[src/verilog/blend_pkg.sv]
package blend_pkg;

        ////////////////////////////////////////////////////////////
        // pixel types
        ////////////////////////////////////////////////////////////

        // one colour or alpha channel
        typedef logic [7:0] chan_t;

        // argb with alpha in the top byte
        typedef struct packed {
                chan_t a;
                chan_t r;
                chan_t g;
                chan_t b;
        } pixel_t;

        ////////////////////////////////////////////////////////////
        // register port
        ////////////////////////////////////////////////////////////

        localparam int REG_ADDR_W = 3;
        localparam int REG_DATA_W = 32;

        localparam logic [REG_ADDR_W-1:0] REG_CONTROL = 3'd0;
        localparam logic [REG_ADDR_W-1:0] REG_BLEND   = 3'd1;
        localparam logic [REG_ADDR_W-1:0] REG_FORMAT  = 3'd2;
        localparam logic [REG_ADDR_W-1:0] REG_COUNT   = 3'd3;
        localparam logic [REG_ADDR_W-1:0] REG_STATE   = 3'd4;

        // pixels per run
        localparam int COUNT_W = 16;

        // fifo sizing
        localparam int FIFO_PTR_W = 4;
        localparam int FIFO_DEPTH = 1 << FIFO_PTR_W;

        // blender depth and result fifo headroom
        localparam int BLEND_STAGES = 2;

endpackage

[src/verilog/pixel_fifo.sv]
`timescale 1ns/10ps

module pixel_fifo #(
        parameter int DEPTH              = blend_pkg::FIFO_DEPTH,
        parameter int ALMOST_FULL_MARGIN = blend_pkg::BLEND_STAGES
) (
        input  logic             i_wire_clock,
        input  logic             i_arst_n,
        input  logic             i_write,
        input  blend_pkg::pixel_t i_data,
        input  logic             i_read,
        output blend_pkg::pixel_t o_data,
        output logic             o_full,
        output logic             o_almost_full,
        output logic             o_empty
);
        import blend_pkg::*;

        localparam int PTR_W = (DEPTH > 1) ? $clog2(DEPTH) : 1;
        localparam int CNT_W = $clog2(DEPTH + 1);

        localparam logic [PTR_W-1:0] LAST_SLOT = PTR_W'(DEPTH - 1);
        localparam logic [CNT_W-1:0] FULL_LVL  = CNT_W'(DEPTH);
        localparam logic [CNT_W-1:0] AF_LVL    = CNT_W'(DEPTH - ALMOST_FULL_MARGIN);

        pixel_t           mem [DEPTH];
        logic [PTR_W-1:0] wr_ptr;
        logic [PTR_W-1:0] rd_ptr;
        logic [CNT_W-1:0] count;
        logic             do_write;
        logic             do_read;

        // full and empty guard the strobes
        assign do_write = i_write && !o_full;
        assign do_read  = i_read && !o_empty;

        always_ff @(posedge i_wire_clock) begin
                if (do_write) begin
                        mem[wr_ptr] <= i_data;
                end
        end

        always_ff @(posedge i_wire_clock or negedge i_arst_n) begin
                if (!i_arst_n) begin
                        wr_ptr <= '0;
                        rd_ptr <= '0;
                        count  <= '0;
                end else begin
                        if (do_write) begin
                                wr_ptr <= (wr_ptr == LAST_SLOT) ? '0 : wr_ptr + 1'b1;
                        end
                        if (do_read) begin
                                rd_ptr <= (rd_ptr == LAST_SLOT) ? '0 : rd_ptr + 1'b1;
                        end
                        if (do_write && !do_read) begin
                                count <= count + 1'b1;
                        end else if (do_read && !do_write) begin
                                count <= count - 1'b1;
                        end
                end
        end

        // head word is always on the output
        assign o_data        = mem[rd_ptr];
        assign o_empty       = (count == '0);
        assign o_full        = (count == FULL_LVL);
        assign o_almost_full = (count >= AF_LVL);

endmodule

[src/verilog/reg_decode.sv]
`timescale 1ns/10ps

module reg_decode (
        input  logic                           i_wire_clock,
        input  logic                           i_arst_n,
        input  logic                           i_reg_write,
        input  logic [blend_pkg::REG_ADDR_W-1:0] i_reg_addr,
        input  logic [blend_pkg::REG_DATA_W-1:0] i_reg_wdata,
        input  logic                           i_pair_take,
        input  logic                           i_pipe_empty,
        output logic [blend_pkg::REG_DATA_W-1:0] o_reg_rdata,
        output logic                           o_run_en,
        output blend_pkg::chan_t               o_blend_alpha,
        output logic                           o_argb_mode
);
        import blend_pkg::*;

        logic               start;
        logic               finish;
        logic [COUNT_W-1:0] count_reg;
        logic [COUNT_W-1:0] remaining;
        logic               run_active;
        logic               done;

        assign start  = i_reg_write && (i_reg_addr == REG_CONTROL) && i_reg_wdata[0];
        // last pair counted and nothing left in the blender
        assign finish = run_active && (remaining == '0) && i_pipe_empty;

        ////////////////////////////////////////////////////////////
        // configuration registers
        ////////////////////////////////////////////////////////////

        always_ff @(posedge i_wire_clock or negedge i_arst_n) begin
                if (!i_arst_n) begin
                        o_blend_alpha <= '0;
                        o_argb_mode   <= 1'b0;
                        count_reg     <= '0;
                end else if (i_reg_write) begin
                        case (i_reg_addr)
                                REG_BLEND:  o_blend_alpha <= i_reg_wdata[7:0];
                                REG_FORMAT: o_argb_mode <= i_reg_wdata[0];
                                REG_COUNT:  count_reg <= i_reg_wdata[COUNT_W-1:0];
                                default:    ;
                        endcase
                end
        end

        ////////////////////////////////////////////////////////////
        // run state
        ////////////////////////////////////////////////////////////

        always_ff @(posedge i_wire_clock or negedge i_arst_n) begin
                if (!i_arst_n) begin
                        remaining  <= '0;
                        run_active <= 1'b0;
                        done       <= 1'b0;
                end else if (start) begin
                        // a start mid-run simply reloads
                        remaining  <= count_reg;
                        run_active <= 1'b1;
                        done       <= 1'b0;
                end else begin
                        if (i_pair_take && (remaining != '0)) begin
                                remaining <= remaining - 1'b1;
                        end
                        if (finish) begin
                                run_active <= 1'b0;
                                done       <= 1'b1;
                        end
                end
        end

        assign o_run_en = (remaining != '0);

        // control reads back as zero
        always_comb begin
                o_reg_rdata = '0;
                case (i_reg_addr)
                        REG_BLEND:  o_reg_rdata[7:0] = o_blend_alpha;
                        REG_FORMAT: o_reg_rdata[0] = o_argb_mode;
                        REG_COUNT:  o_reg_rdata[COUNT_W-1:0] = count_reg;
                        REG_STATE: begin
                                o_reg_rdata[0] = run_active;
                                o_reg_rdata[1] = done;
                                o_reg_rdata[REG_DATA_W-1 -: COUNT_W] = remaining;
                        end
                        default:    o_reg_rdata = '0;
                endcase
        end

endmodule

[src/verilog/alpha_blender.sv]
`timescale 1ns/10ps

module alpha_blender (
        input  logic              i_wire_clock,
        input  logic              i_arst_n,
        input  logic              i_run_en,
        input  blend_pkg::chan_t  i_blend_alpha,
        input  logic              i_argb_mode,
        input  blend_pkg::pixel_t i_src_pixel,
        input  logic              i_src_empty,
        input  blend_pkg::pixel_t i_dst_pixel,
        input  logic              i_dst_empty,
        input  logic              i_out_almost_full,
        output logic              o_src_read,
        output logic              o_dst_read,
        output logic              o_pair_take,
        output blend_pkg::pixel_t o_out_pixel,
        output logic              o_out_write,
        output logic              o_pipe_empty
);
        import blend_pkg::*;

        logic             take;
        chan_t            alpha_sel;
        logic [8:0]       alpha_inv;
        logic [2:0][7:0]  src_rgb;
        logic [2:0][7:0]  dst_rgb;
        logic [2:0][16:0] src_prod;
        logic [2:0][16:0] dst_prod;
        logic [2:0][16:0] sum;

        // stage one
        logic             s1_valid;
        logic [2:0][16:0] s1_src_prod;
        logic [2:0][16:0] s1_dst_prod;
        chan_t            s1_dst_alpha;

        // stage two
        logic             s2_valid;
        pixel_t           s2_pixel;

        // almost full leaves room for what is in flight
        assign take        = i_run_en && !i_src_empty && !i_dst_empty && !i_out_almost_full;
        assign o_src_read  = take;
        assign o_dst_read  = take;
        assign o_pair_take = take;

        ////////////////////////////////////////////////////////////
        // stage one channel products
        ////////////////////////////////////////////////////////////

        assign alpha_sel = i_argb_mode ? i_src_pixel.a : i_blend_alpha;
        assign alpha_inv = 9'd256 - {1'b0, alpha_sel};
        assign src_rgb   = {i_src_pixel.r, i_src_pixel.g, i_src_pixel.b};
        assign dst_rgb   = {i_dst_pixel.r, i_dst_pixel.g, i_dst_pixel.b};

        always_comb begin
                for (int i = 0; i < 3; i++) begin
                        src_prod[i] = 17'(src_rgb[i]) * 17'(alpha_sel);
                        dst_prod[i] = 17'(dst_rgb[i]) * 17'(alpha_inv);
                end
        end

        always_ff @(posedge i_wire_clock) begin
                s1_src_prod  <= src_prod;
                s1_dst_prod  <= dst_prod;
                s1_dst_alpha <= i_dst_pixel.a;
        end

        ////////////////////////////////////////////////////////////
        // stage two sum and pack
        ////////////////////////////////////////////////////////////

        // sum tops out at 255*256 so bit 16 stays clear
        always_comb begin
                for (int i = 0; i < 3; i++) begin
                        sum[i] = s1_src_prod[i] + s1_dst_prod[i];
                end
        end

        always_ff @(posedge i_wire_clock) begin
                s2_pixel.a <= s1_dst_alpha;
                s2_pixel.r <= sum[2][15:8];
                s2_pixel.g <= sum[1][15:8];
                s2_pixel.b <= sum[0][15:8];
        end

        always_ff @(posedge i_wire_clock or negedge i_arst_n) begin
                if (!i_arst_n) begin
                        s1_valid <= 1'b0;
                        s2_valid <= 1'b0;
                end else begin
                        s1_valid <= take;
                        s2_valid <= s1_valid;
                end
        end

        assign o_out_pixel  = s2_pixel;
        assign o_out_write  = s2_valid;
        assign o_pipe_empty = !s1_valid && !s2_valid;

endmodule

[src/verilog/blend_render_top.sv]
`timescale 1ns/10ps

module blend_render_top (
        input  logic                           i_wire_clock,
        input  logic                           i_arst_n,
        input  logic                           i_reg_write,
        input  logic [blend_pkg::REG_ADDR_W-1:0] i_reg_addr,
        input  logic [blend_pkg::REG_DATA_W-1:0] i_reg_wdata,
        output logic [blend_pkg::REG_DATA_W-1:0] o_reg_rdata,
        input  logic                           i_src_write,
        input  blend_pkg::pixel_t              i_src_pixel,
        output logic                           o_src_full,
        input  logic                           i_dst_write,
        input  blend_pkg::pixel_t              i_dst_pixel,
        output logic                           o_dst_full,
        input  logic                           i_out_read,
        output blend_pkg::pixel_t              o_out_pixel,
        output logic                           o_out_empty
);
        import blend_pkg::*;

        // decode to blender
        logic   run_en;
        logic   pair_take;
        logic   pipe_empty;
        chan_t  blend_alpha;
        logic   argb_mode;

        // input fifo heads
        pixel_t src_head;
        pixel_t dst_head;
        logic   src_empty;
        logic   dst_empty;
        logic   src_read;
        logic   dst_read;

        // blender to result fifo
        pixel_t blend_pixel;
        logic   blend_write;
        logic   out_almost_full;

        reg_decode decode (
                .i_wire_clock  (i_wire_clock),
                .i_arst_n      (i_arst_n),
                .i_reg_write   (i_reg_write),
                .i_reg_addr    (i_reg_addr),
                .i_reg_wdata   (i_reg_wdata),
                .i_pair_take   (pair_take),
                .i_pipe_empty  (pipe_empty),
                .o_reg_rdata   (o_reg_rdata),
                .o_run_en      (run_en),
                .o_blend_alpha (blend_alpha),
                .o_argb_mode   (argb_mode)
        );

        ////////////////////////////////////////////////////////////
        // source and destination fifos
        ////////////////////////////////////////////////////////////

        pixel_fifo src_fifo (
                .i_wire_clock  (i_wire_clock),
                .i_arst_n      (i_arst_n),
                .i_write       (i_src_write),
                .i_data        (i_src_pixel),
                .i_read        (src_read),
                .o_data        (src_head),
                .o_full        (o_src_full),
                .o_almost_full (),
                .o_empty       (src_empty)
        );

        pixel_fifo dst_fifo (
                .i_wire_clock  (i_wire_clock),
                .i_arst_n      (i_arst_n),
                .i_write       (i_dst_write),
                .i_data        (i_dst_pixel),
                .i_read        (dst_read),
                .o_data        (dst_head),
                .o_full        (o_dst_full),
                .o_almost_full (),
                .o_empty       (dst_empty)
        );

        alpha_blender blender (
                .i_wire_clock      (i_wire_clock),
                .i_arst_n          (i_arst_n),
                .i_run_en          (run_en),
                .i_blend_alpha     (blend_alpha),
                .i_argb_mode       (argb_mode),
                .i_src_pixel       (src_head),
                .i_src_empty       (src_empty),
                .i_dst_pixel       (dst_head),
                .i_dst_empty       (dst_empty),
                .i_out_almost_full (out_almost_full),
                .o_src_read        (src_read),
                .o_dst_read        (dst_read),
                .o_pair_take       (pair_take),
                .o_out_pixel       (blend_pixel),
                .o_out_write       (blend_write),
                .o_pipe_empty      (pipe_empty)
        );

        // almost full throttles the blender so no write meets a full fifo
        pixel_fifo result_fifo (
                .i_wire_clock  (i_wire_clock),
                .i_arst_n      (i_arst_n),
                .i_write       (blend_write),
                .i_data        (blend_pixel),
                .i_read        (i_out_read),
                .o_data        (o_out_pixel),
                .o_full        (),
                .o_almost_full (out_almost_full),
                .o_empty       (o_out_empty)
        );

endmodule

[config.mk]
export PLATFORM = sky130hd
export DESIGN_NAME = blend_render_top
export DESIGN_NICKNAME = d
export VERILOG_FILES = /design/src/verilog/blend_pkg.sv /design/src/verilog/pixel_fifo.sv /design/src/verilog/reg_decode.sv /design/src/verilog/alpha_blender.sv /design/src/verilog/blend_render_top.sv
export SDC_FILE = /design/constraint.sdc
export NUM_CORES = 2
export LEC_CHECK = 0
export BUFFER_PORTS_ARGS = -buffer_cell sky130_fd_sc_hd__buf_2
export CORE_ASPECT_RATIO = 0.6
export CORE_MARGIN = 8
export CORE_UTILIZATION = 55
export DETAILED_ROUTE_END_ITERATION = 10
export PLACE_DENSITY = 0.73
export SETUP_SLACK_MARGIN = 0.3
export SLEW_MARGIN = 40
export SYNTH_ARGS = -nofsm -noshare
export SYNTH_HDL_FRONTEND = slang
export SYNTH_HIERARCHICAL = 1
export SYNTH_SLANG_ARGS = --single-unit
[constraint.sdc]
create_clock -name i_wire_clock -period 6.25 [get_ports i_wire_clock]
set_clock_uncertainty 0.05 [all_clocks]
set_input_delay 1.25 -clock i_wire_clock [delete_from_list [all_inputs] [get_ports i_wire_clock]]
set_output_delay 1.25 -clock i_wire_clock [all_outputs]
set_load 0.02 [all_outputs]
==> results_dict.tcl <==
set metrics [dict create \
    die_w_um 508 \
    tightest_slew_ns 0.958 \
    ant_nets 0 \
    slew_headroom 0.357 \
    yosys_warnings 6 \
    io_buffers 155 \
    routedWlPerCell_um 25.2 \
    r2r_slack_ns -0.04 \
    cts_hold_buf 0 \
    dp.cells 7016 \
    layout.cells.non_filler 7337 \
    path_class "reg2reg" \
    dr.pass1.iters 6 \
    rsz0062_at_grt "yes" \
    dieArea_mm2 0.158 \
    arrival_ns 6.96 \
    drive_gt1_frac 0.222 \
    crit_top_cell "fa_1" \
    reg_top3 "dst_fifo/mem (512), result_fifo/mem (512), src_fifo/mem (512)" \
    critPathSlowestCell "fa_1" \
    max_stage_delay_ns 0.58 \
    grt_overflow 0 \
    drv_cap 0 \
    core_mm2 0.144 \
    fin_nets 5897 \
    dr_total_vias 44111 \
    initial_core_util 0.554 \
    root_buffer "clkbuf_16" \
    min_period_ns 6.29 \
    layout_common_cells "1536 x edfxtp_1, 343 x inv_1, 296 x mux4_2" \
    worst_slack_ns -0.0439 \
    violations "negative setup slack" \
    pre_cts_ws_ns -0.100 \
    syn_area_mm2 0.0800 \
    route.detailed.drc 0 \
    crit_required_ns 6.91 \
    max_freq_mhz 159 \
    hp-class "reg2reg" \
    endpoint_kind "flop" \
    cts_max_level 4 \
    fin_tns_setup_ns -0.0804 \
    wl_met3_mm 18.6 \
    grt_max_degree 69 \
    grt_usage 0.230 \
    clk_latency_ns 0.81 \
    drt-met1-wl_mm 80.1 \
    fin_crit_sh 1.01 \
    path_cells "buf_12 -> mux4_2 -> o22ai_1 -> nor2_1 -> mux2_4 -> inv_4 -> nand2_4 -> nor4_4 -> xnor2_2 -> buf_12 -> and2_4 -> fa_1 -> fa_1 -> fa_1 -> inv_2 -> fa_1 -> inv_1 -> ha_2 -> or3_4 -> a311oi_4 -> o31ai_2 -> a21oi_1 -> xnor2_1" \
    status "finished, violations left" \
    gp_congestion 0.811 \
    clk_pin_slew_ns 0.06 \
    fp.dieH_um 311 \
    clockBufferDepth 3 \
    slew_viol_final 0 \
    highest-signal-layer "met4" \
    std_cell_rows 108 \
    synth_area_per_cell_um2 16.5 \
    drt-total-wl_mm 185 \
    syn_nets 5488 \
    setup_viol 3 \
    drt_iter0_drc 4549 \
    grt_pass1_vias 44508 \
    ios 172 \
    synthCells 4865 \
    clock_sinks 1756 \
    final_common_cell "edfxtp_1" \
    wl_met2_mm 83.2 \
    avgViaCountPerCell 6.01 \
    antenna_found_initial 5 \
    grt_pass1_wl_mm 277 \
    syn_to_final_growth_pct 13.5 \
    hold_violations 0 \
    place_hpwl_mm 114 \
    tritoncts "yes" \
    numCtsBuffers 159 \
    critPathLaunchType "flop" \
    fill_cells 10013 \
    crit_path_max_fanout 13 \
]
==> through the flow <==
step | instance area, µm² | utilization | hold WS [ns]
after floorplan | 80200 | - | 0.260
after global placement | 84700 | 0.587 | 0.263
after detailed placement | 84900 | 0.588 | 0.263
after CTS | 90500 | 0.627 | 0.274
after global routing | 90800 | 0.629 | 0.289
final | 90800 | 0.629 | 0.273
==> what timing repair did <==
item	in CTS	in global routing
resized for setup	53	32
pin swaps	13	7
setup endpoints to repair	30	35
gates cloned	2	4
buffers inserted	14	2
==> layer usage <==
layer  vias up  GRT usage
met3       208     0.0444
li1      19157          -
met2      2020      0.346
met1     22726      0.352
met4         0     0.0510
met5         -          0
==> cell type report <==
class | count | area, µm² | share of cell area
clock buffers | 223 | 4380 | 0.0483
flip-flops and latches | 1756 | 51000 | 0.561
repair buffers | 459 | 3600 | 0.0396
multi-input cells | 2550 | 27400 | 0.301
well taps | 1925 | 2410 | 0.0265
diodes | 3 | 7.51 | 0.0000827
clock inverters | 73 | 772 | 0.00850
inverters | 348 | 1310 | 0.0144
==> path summary, 6_finish.rpt <==
| path | start | endpoint | cells past startpoint |
|---|---|---|---|
| worst max-delay path | src_fifo/rd_ptr[1] | blender/s1_dst_prod[32] | 23 |
| worst min-delay path | blender/s1_dst_alpha[2] | blender/o_out_pixel[26] | 0 |
| worst max register to register | src_fifo/rd_ptr[1] | blender/s1_dst_prod[32] | 23 |
| worst min register to register | blender/s1_dst_alpha[2] | blender/o_out_pixel[26] | 0 |
| max in group asynchronous | i_arst_n | src_fifo/rd_ptr[1] | 2 |
| min in group asynchronous | i_arst_n | decode/count_reg[9] | 1 |
==> critical path, delay by kind of cell (launching register included) <==
family / cells / cell delay [ns]
buffers and inverters: 5 / 0.52
and+or+nand+nor: 5 / 0.96
AOI/OAI and AO/OA: 4 / 0.83
xor gates and xnor gates: 2 / 0.26
muxes: 2 / 0.81
adders and majority gates: 5 / 2.31
DFF: 1 / 0.48
Power is left out: the tool's default activity adds up to more than one toggle a clock period on the data nets, which glitch-free logic cannot reach.
